<file path="config.mk">
export PLATFORM = sky130hd
export DESIGN_NAME = board_top
export DESIGN_NICKNAME = d
export VERILOG_FILES = /design/src/common/sys_pkg.sv /design/src/common/board_pkg.sv /design/src/logic/board_top.sv /design/src/logic/image_checksum.sv /design/src/boot/flash_reader.sv /design/src/boot/boot_fsm.sv /design/src/logic/heartbeat_counter.sv /design/src/logic/reset_sync.sv
export SDC_FILE = /design/constraint.sdc
export NUM_CORES = 1
export LEC_CHECK = 0
export BUFFER_PORTS_ARGS = -buffer_cell sky130_fd_sc_hd__buf_2
export CORE_AREA = 2 2 169 171
export CTS_BUF_LIST = sky130_fd_sc_hd__clkbuf_4 sky130_fd_sc_hd__clkbuf_8 sky130_fd_sc_hd__clkbuf_16
export DETAILED_ROUTE_END_ITERATION = 12
export DIE_AREA = 0 0 171 173
export HOLD_SLACK_MARGIN = 0.1
export PLACE_DENSITY = 0.48
export SLEW_MARGIN = 15
export SYNTH_ARGS = -nofsm -noshare
export SYNTH_HDL_FRONTEND = slang
export SYNTH_HIERARCHICAL = 1
export SYNTH_SLANG_ARGS = --single-unit
</file>
<file path="constraint.sdc">
create_clock -name clk_gen -period 6.2 [get_ports clk_gen]
set_input_delay 1.24 -clock clk_gen [delete_from_list [all_inputs] [get_ports clk_gen]]
set_output_delay 1.24 -clock clk_gen [all_outputs]
set_load 0.05 [all_outputs]
</file>
<file path="src/common/sys_pkg.sv">
// boot image types shared by the boot, flash and checksum blocks
// a beat is a one-cycle strobe; exit is a level that holds until reset
`default_nettype none

package sys_pkg;

  localparam int WORD_BITS = 32;

  typedef logic [WORD_BITS-1:0] word_t;

  // one image word, valid for a single cycle
  typedef struct packed {
    logic  valid;
    word_t word;
  } beat_t;

  // final result seen by the host
  typedef struct packed {
    logic  valid;
    word_t value;
  } exit_t;

  typedef enum logic [1:0] {
    IDLE,
    FLASH_LOAD,
    HOST_LOAD,
    DONE
  } boot_state_t;

endpackage

`default_nettype wire

</file>
<file path="src/common/board_pkg.sv">
// board pin constants for the serial boot flash
// assumes a single-lane SPI flash that accepts the plain 0x03 read with a 24-bit address
`default_nettype none

package board_pkg;

  localparam int FLASH_CMD_BITS = 8;
  localparam int FLASH_ADDR_BITS = 24;

  typedef logic [FLASH_CMD_BITS-1:0] flash_cmd_t;
  typedef logic [FLASH_ADDR_BITS-1:0] flash_addr_t;

  // slow read, no dummy cycles
  localparam flash_cmd_t FLASH_READ_CMD = 8'h03;

  // master-driven flash pins, csb is active low
  typedef struct packed {
    logic csb;
    logic sck;
    logic mosi;
  } spi_pins_t;

endpackage

`default_nettype wire
</file>
<file path="src/logic/board_top.sv">
// board wrapper: reset sync, blink led, flash or host boot, checksum exit
// clk_gen comes straight from the board, no clock wizard in front
`timescale 1ns/1ps
`default_nettype none

module board_top #(
  parameter int unsigned            WORDS          = 4,
  parameter int                     HEARTBEAT_BITS = 27,
  parameter board_pkg::flash_addr_t FLASH_BASE     = '0
) (
  input  logic                 clk_gen,
  input  logic                 rst_i,
  input  logic                 boot_select_i,
  input  sys_pkg::beat_t       host_beat_i,
  input  logic                 spi_miso_i,
  output board_pkg::spi_pins_t spi_o,
  output logic                 rst_led_o,
  output logic                 clk_led_o,
  output logic                 clk_out_o,
  output logic                 exit_valid_o,
  output sys_pkg::word_t       exit_value_o,
  output logic                 exit_led_o
);

  logic           rst_n;
  logic           flash_start;
  logic           boot_done;
  sys_pkg::beat_t flash_beat;
  sys_pkg::beat_t boot_beat;
  sys_pkg::exit_t sys_exit;

  reset_sync u_reset_sync (
    .clk_gen (clk_gen),
    .rst_i   (rst_i),
    .rst_n_o (rst_n)
  );

  heartbeat_counter #(
    .HEARTBEAT_BITS (HEARTBEAT_BITS)
  ) u_heartbeat (
    .clk_gen (clk_gen),
    .rst_n   (rst_n),
    .led_o   (clk_led_o)
  );

  boot_fsm #(
    .WORDS (WORDS)
  ) u_boot_fsm (
    .clk_gen       (clk_gen),
    .rst_n         (rst_n),
    .boot_select_i (boot_select_i),
    .host_beat_i   (host_beat_i),
    .flash_beat_i  (flash_beat),
    .flash_start_o (flash_start),
    .beat_o        (boot_beat),
    .done_o        (boot_done)
  );

  flash_reader #(
    .FLASH_BASE (FLASH_BASE)
  ) u_flash_reader (
    .clk_gen (clk_gen),
    .rst_n   (rst_n),
    .start_i (flash_start),
    .spi_o   (spi_o),
    .miso_i  (spi_miso_i),
    .beat_o  (flash_beat)
  );

  image_checksum u_checksum (
    .clk_gen (clk_gen),
    .rst_n   (rst_n),
    .beat_i  (boot_beat),
    .done_i  (boot_done),
    .exit_o  (sys_exit)
  );

  assign rst_led_o    = rst_n;
  assign clk_out_o    = clk_gen;
  assign exit_valid_o = sys_exit.valid;
  assign exit_value_o = sys_exit.value;
  // one bit of the result for the led
  assign exit_led_o   = sys_exit.value[0];

endmodule

`default_nettype wire

</file>
<file path="src/logic/image_checksum.sv">
// wrapping 32-bit sum of the boot image
// exit holds its value and valid level until the next reset
`timescale 1ns/1ps
`default_nettype none

module image_checksum (
  input  logic           clk_gen,
  input  logic           rst_n,
  input  sys_pkg::beat_t beat_i,
  input  logic           done_i,
  output sys_pkg::exit_t exit_o
);

  sys_pkg::word_t sum_q;
  logic           valid_q;

  always_ff @(posedge clk_gen or negedge rst_n) begin
    if (!rst_n) begin
      sum_q   <= '0;
      valid_q <= 1'b0;
    end else begin
      // frozen once exit is valid
      if (beat_i.valid && !valid_q) begin
        sum_q <= sum_q + beat_i.word;
      end
      if (done_i) begin
        valid_q <= 1'b1;
      end
    end
  end

  assign exit_o.valid = valid_q;
  assign exit_o.value = sum_q;

endmodule

`default_nettype wire

</file>
<file path="src/boot/flash_reader.sv">
// single-lane SPI read: command, 24-bit address, then words until start drops
// sck runs at clk_gen/2 and rests low; miso sampled on rising sck, MSB first
`timescale 1ns/1ps
`default_nettype none

module flash_reader #(
  parameter board_pkg::flash_addr_t FLASH_BASE = '0
) (
  input  logic                 clk_gen,
  input  logic                 rst_n,
  input  logic                 start_i,
  output board_pkg::spi_pins_t spi_o,
  input  logic                 miso_i,
  output sys_pkg::beat_t       beat_o
);

  localparam int HDR_BITS = board_pkg::FLASH_CMD_BITS + board_pkg::FLASH_ADDR_BITS;
  localparam int HDR_CNT_BITS = $clog2(HDR_BITS + 1);
  localparam int DATA_CNT_BITS = $clog2(sys_pkg::WORD_BITS);

  logic                     csb_q;
  logic                     sck_q;
  logic                     active;
  logic                     sck_rise;
  logic                     sck_fall;
  logic                     hdr_done;
  logic [HDR_BITS-1:0]      hdr_q;
  logic [HDR_CNT_BITS-1:0]  hdr_cnt_q;
  logic [DATA_CNT_BITS-1:0] data_cnt_q;
  logic                     beat_valid_q;
  sys_pkg::word_t           data_q;

  assign active   = start_i && !csb_q;
  assign sck_rise = active && !sck_q;
  assign sck_fall = active && sck_q;
  assign hdr_done = (hdr_cnt_q == HDR_CNT_BITS'(HDR_BITS));

  always_ff @(posedge clk_gen or negedge rst_n) begin
    if (!rst_n) begin
      csb_q        <= 1'b1;
      sck_q        <= 1'b0;
      hdr_cnt_q    <= '0;
      data_cnt_q   <= '0;
      beat_valid_q <= 1'b0;
    end else begin
      csb_q <= !start_i;
      // toggles while selected, forced low otherwise
      sck_q <= sck_rise;
      if (csb_q) begin
        hdr_cnt_q  <= '0;
        data_cnt_q <= '0;
      end else if (sck_rise) begin
        if (!hdr_done) begin
          hdr_cnt_q <= hdr_cnt_q + 1'b1;
        end else begin
          data_cnt_q <= data_cnt_q + 1'b1;
        end
      end
      beat_valid_q <= sck_rise && hdr_done &&
                      (data_cnt_q == DATA_CNT_BITS'(sys_pkg::WORD_BITS - 1));
    end
  end

  // header shifts on falling sck so mosi is stable at each rise
  always_ff @(posedge clk_gen) begin
    if (csb_q) begin
      hdr_q <= {board_pkg::FLASH_READ_CMD, FLASH_BASE};
    end else if (sck_fall) begin
      hdr_q <= {hdr_q[HDR_BITS-2:0], 1'b0};
    end
    if (sck_rise && hdr_done) begin
      data_q <= {data_q[sys_pkg::WORD_BITS-2:0], miso_i};
    end
  end

  assign spi_o.csb  = csb_q;
  assign spi_o.sck  = sck_q;
  assign spi_o.mosi = !csb_q && hdr_q[HDR_BITS-1];

  // data_q already holds the complete word in the strobe cycle
  assign beat_o.valid = beat_valid_q;
  assign beat_o.word  = data_q;

endmodule

`default_nettype wire

</file>
<file path="src/boot/boot_fsm.sv">
// picks the boot source once after reset and counts WORDS image beats
// the source is fixed until the next reset; beats after done are dropped
`timescale 1ns/1ps
`default_nettype none

module boot_fsm #(
  parameter int unsigned WORDS = 4
) (
  input  logic           clk_gen,
  input  logic           rst_n,
  input  logic           boot_select_i,
  input  sys_pkg::beat_t host_beat_i,
  input  sys_pkg::beat_t flash_beat_i,
  output logic           flash_start_o,
  output sys_pkg::beat_t beat_o,
  output logic           done_o
);

  localparam int CNT_BITS = $clog2(WORDS + 1);

  sys_pkg::boot_state_t state_q;
  sys_pkg::boot_state_t state_d;
  logic [CNT_BITS-1:0]  count_q;
  logic                 last_beat;

  // only the selected source reaches the checksum
  always_comb begin
    case (state_q)
      sys_pkg::FLASH_LOAD: beat_o = flash_beat_i;
      sys_pkg::HOST_LOAD:  beat_o = host_beat_i;
      default:             beat_o = '0;
    endcase
  end

  assign last_beat = beat_o.valid && (count_q == CNT_BITS'(WORDS - 1));

  always_comb begin
    state_d = state_q;
    case (state_q)
      sys_pkg::IDLE: begin
        if (boot_select_i) begin
          state_d = sys_pkg::FLASH_LOAD;
        end else begin
          state_d = sys_pkg::HOST_LOAD;
        end
      end
      sys_pkg::FLASH_LOAD, sys_pkg::HOST_LOAD: begin
        if (last_beat) begin
          state_d = sys_pkg::DONE;
        end
      end
      default: state_d = state_q;
    endcase
  end

  always_ff @(posedge clk_gen or negedge rst_n) begin
    if (!rst_n) begin
      state_q <= sys_pkg::IDLE;
      count_q <= '0;
    end else begin
      state_q <= state_d;
      if (beat_o.valid) begin
        count_q <= count_q + 1'b1;
      end
    end
  end

  // leaving FLASH_LOAD drops start and stops the reader
  assign flash_start_o = (state_q == sys_pkg::FLASH_LOAD);

  // also high with the last beat, so exit valid lines up with the final sum
  assign done_o = (state_q == sys_pkg::DONE) || last_beat;

endmodule

`default_nettype wire

</file>
<file path="src/logic/heartbeat_counter.sv">
// blink counter, led period is 2^HEARTBEAT_BITS cycles of clk_gen
// use a small width in simulation so the led toggles early
`timescale 1ns/1ps
`default_nettype none

module heartbeat_counter #(
  parameter int HEARTBEAT_BITS = 27
) (
  input  logic clk_gen,
  input  logic rst_n,
  output logic led_o
);

  logic [HEARTBEAT_BITS-1:0] count_q;

  always_ff @(posedge clk_gen or negedge rst_n) begin
    if (!rst_n) begin
      count_q <= '0;
    end else begin
      count_q <= count_q + 1'b1;
    end
  end

  // top bit gives a 50% duty blink
  assign led_o = count_q[HEARTBEAT_BITS-1];

endmodule

`default_nettype wire

</file>
<file path="src/logic/reset_sync.sv">
// button reset to synchronized active-low reset
// asserts at once, releases on the second clk_gen edge after rst_i falls
`timescale 1ns/1ps
`default_nettype none

module reset_sync (
  input  logic clk_gen,
  input  logic rst_i,
  output logic rst_n_o
);

  logic [1:0] sync_q;

  // two-flop chain, cleared directly by the button
  always_ff @(posedge clk_gen or posedge rst_i) begin
    if (rst_i) begin
      sync_q <= 2'b00;
    end else begin
      sync_q <= {sync_q[0], 1'b1};
    end
  end

  assign rst_n_o = sync_q[1];

endmodule

`default_nettype wire

</file>
; Word-level counts from Yosys, hierarchy flattened
; Cells that the tools add are included.
[totals]
regBits = 121
in_bits = 37
out_inout_bits = 40
word_cells = 57
[classes]
n_addsub = 5
eq_ne = 8
muxes = 10
reduce_logical = 21
[ops]
columns = operator, n
row1 = 33-bit one-hot mux with 2 select lines, 1
row2 = 32-bit adder, 1
row3 = 27-bit by 1-bit adder with 27-bit output (second input constant), 1
row4 = 6-bit two-way mux, 3
row5 = 5-bit two-way mux, 3
row6 = 1-bit logical AND, 8
row7 = 6-bit by 1-bit adder with 6-bit output (second input constant), 1
row8 = 6-bit == test (second input constant), 1
row9 = 2-bit AND reduction, 3
row10 = 2-bit nonzero test, 3
row11 = 5-bit by 1-bit adder with 5-bit output (second input constant), 1
row12 = 5-bit == test (second input constant), 1
row13 = 2-bit == test (second input constant), 2
row14 = 1-bit zero test, 4
row15 = 2-bit two-way mux, 2
row16 = 2-bit by 1-bit != test with 1-bit output (second input constant), 2
row17 = 2-bit one-hot mux with 2 select lines, 1
row18 = 3-bit by 1-bit adder with 3-bit output (second input constant), 1
row19 = 3-bit by 2-bit == test with 1-bit output (second input constant), 1
row20 = 2-bit by 1-bit == test with 1-bit output (second input constant), 1
row21 = 2-bit zero test, 1
row22 = 2-bit OR reduction, 1
row23 = 1-bit logical OR, 1

; Depth between registers and ports, before layout
[logic_depth]
word_depth = 5
ltp_mapped = 17
depth_no_buf = 15

; Cells and area by module
; Netlist, hierarchy kept.
[modules_own_cells]
columns = module, instances, cells_each, area_each_um2, seq_area_each_um2
row1 = image_checksum, 1, 314, 2758.9, 825.8
row2 = flash_reader, 1, 141, 2008.2, 1472.7
row3 = heartbeat_counter, 1, 100, 1179.9, 675.6
row4 = boot_fsm, 1, 101, 804.5, 125.1
row5 = reset_sync, 1, 4, 57.6, 50.0
row6 = board_top, 1, 2, 15.0, 0.0

==> impl_metrics.toml <==
[outcome]
outcome = "finished, final reports clean"

[timing]
worst_pin_slew_ns = 0.955
max_slew_margin = 0.354
drv_slew = 0
finalHoldViolations = 0
finClkSkew_ns = 0.0194
whs_ns = 0.313
worst_slack_ns = 1.41
rsz0062_at_grt = "no"
setup_tns_ns = 0
finalSetupViolCount = 0

[global_routing]
grt_overflow = 0
grt_antenna_before_repair = 0
grt_use_total = 0.118
grt_max_degree = 63
grt_pass1_vias = 5158
grt_pass1_wl_microns = 27400

[pwr]
p_comb_frac = 0.369
internal_power_mw = 1.92
p_leak_nw = 3.62
irDropWorstVdd_v = 0.000250
total_power_mw = 3.16
power.share.switching = 0.393
clkPwrFrac = 0.323
power_density_mw_per_mm2 = 387
power_switching_mw = 1.24
seqPwrFrac = 0.308

[die]
ios = 77
start_util = 0.247
die_height_microns = 173
die_w_microns = 171
row_count = 61
coreArea_sq_mm = 0.0276
fp.dieArea_sq_mm = 0.0296

[placement]
place.detailed.hpwl_microns = 11900
dpl-instance-area_sq_mm = 0.00757
post-place-ws_ns = 1.67
placed_cells = 1088
numPortBuffers = 76
routabilityCongestion = 0.811

[clocking]
hold_buffers = 0
clk_pin_slew_worst_paths_ns = 0.07
insertion_delay_ns = 0.54
cts_tree = "built"
post_cts_resized = 0
post-cts-setup-buffers = 0

[route]
vias = 5130
drt-initial-drc-count = 273
post_drt_wl_per_cell_microns = 15.1
ant_nets = 0
avgViaCountPerCell = 4.57
route.detailed.drc = 0
drt_pre_antenna_iters = 4
drt_wl_total_microns = 17000

[setup_path]
r2r_setup_slack_ns = 2.12
startpoint = "clk_gen"
crit-reg2reg-launch = "u_boot_fsm/state_q[0]"
critPathMaxFanout = 2
r2r-end = "u_checksum/sum_q[26]"
worstSetupPathType = "clk2out"
critPathLaunchType = "clock port"
reg2reg_depth = 15
critPathCaptureType = "primary output"
cp.arrival_ns = 3.55
cp-endpoint = "clk_out_o"
worstPathRequired_ns = 4.96

[finish]
finish.instance_area_sq_mm = 0.00817
diodes = 0
utilization = 0.296
mostFrequentLayoutCells = "dfrtp_1 (79), buf_2 (76), nand2_1 (60)"
area_growth_pct = 19.7
fin_nets = 812
drive_gt1_frac = 0.191
final_common_cell = "dfrtp_1"
final_cells = 1123

[yosys]
ys_seq_area_frac = 0.461
avgSynthCellArea_sq_um = 10.3
synthTopCellsByArea = "dfrtp_1 (29%), edfxtp_1 (14%), ha_1 (7.7%), xnor2_1 (3.7%), a22oi_1 (3.5%)"
synth.top_cell.area_share = 0.293
ys_ff_latch = 121
yosys.area.top_type = "dfrtp_1"
syn_area_sq_mm = 0.00682
synthArstFlopShare = 0.669
synth_edf_count = 32
synth_nets = 742
postSynthCellCount = 662
synth_flop_cell = "dfrtp_1"
synth_warnings = 6
synthDistinctLibCells = 73

[worst_hold_path]
hold_path.class = "reg2async"

[run]
drv_cap = 0
routing by layer:
metal	GRT usage	up-vias	part of all wire
met1	0.152	2457	0.46
li1	-	2562	-
met4	0.0378	0	0.013
met3	0.0437	9	0.065
met5	0	-	0
met2	0.185	102	0.47
power by group through the flow:
stage	clock network, mW	logic, mW	registers, mW
CTS	1.06	1.18	0.975
finish	1.02	1.17	0.974
detailed placement	0.0308	1.17	0.990
floorplan	0.0348	0.811	1.07
global route	1.10	1.30	0.987
global placement	0.0308	1.17	0.989
registers in the layout, indices dropped and copies added, names as in the netlist:
name                         flops
u_boot_fsm/count_q               3
u_checksum/valid_q               1
u_flash_reader/data_cnt_q        5
u_flash_reader/data_q           32
u_reset_sync/sync_q              2
u_checksum/sum_q                32
u_heartbeat/count_q             27
u_flash_reader/sck_q             1
u_flash_reader/hdr_cnt_q         6
u_boot_fsm/state_q               2
u_flash_reader/hdr_q             8
u_flash_reader/beat_valid_q      1
u_flash_reader/csb_q             1
how the worst min path moves through the flow:
| stage | depth (start not counted) | start | endpoint | slack [ns] |
|---|---|---|---|---|
| 2_1_floorplan | 0 | u_reset_sync/sync_q[0] | u_reset_sync/sync_q[1] | 0.33 |
| 3_3_place_gp | 0 | u_reset_sync/sync_q[0] | u_reset_sync/sync_q[1] | 0.33 |
| 3_5_place_dp | 0 | u_reset_sync/sync_q[0] | u_reset_sync/sync_q[1] | 0.34 |
| 4_1_cts | 0 | u_reset_sync/sync_q[1] | u_flash_reader/hdr_cnt_q[0] | 0.35 |
| 5_1_grt | 0 | u_reset_sync/sync_q[0] | u_reset_sync/sync_q[1] | 0.36 |
| 6_report | 0 | u_reset_sync/sync_q[1] | u_flash_reader/hdr_cnt_q[0] | 0.31 |
final cells by class:
cell class                      count  area [sq um]
Clock inverter                     14          96.3
Tap cell                          378           473
Inverter                           14          52.6
Multi-Input combinational cell    492          3450
Sequential cell                   121          3150
Clock buffer                       22           513
Timing Repair Buffer               82           428
Fill cell                        2932         19500
synthesized netlist by cell type (all sizes together), types with 2 or more instances:
cell type  number
nand4bb         2
nand4          16
o21a            6
mux2            2
o21bai          5
dfrtp          80
edfxtp         32
a211o           2
mux2i           3
a21oi          41
a31oi           4
or3             3
clkbuf         24
o31ai           8
nand2b          4
dfxtp           8
or4             4
nand4b          2
inv            14
a2111oi         2
nor4            4
xnor2          29
o21ai          37
nand2          61
buf            11
xor2           23
nor2           20
ha             42
a21o           23
nor4bb          2
a311oi          2
or2             2
nand3          27
nor3            9
and2            6
o41ai           3
a22oi          33
nor2b          38
and3            9
and4            2
cell families after synthesis:
family,share of synthesized area
multiplexers,0.00770
buffers and inverters,0.0330
flip-flops,0.461
AO/OA/AOI/OAI,0.180
XOR/XNOR,0.0667
AND/OR/NAND/NOR,0.171
adder cells (fa/ha/maj),0.0799
other,0.000550
critical path, cell delays in order:
cell and delay, ns:
clkbuf_16 0.12, clkbuf_16 0.13, buf_2 0.20
No activity file was read; power rests on OpenSTA's default activity.
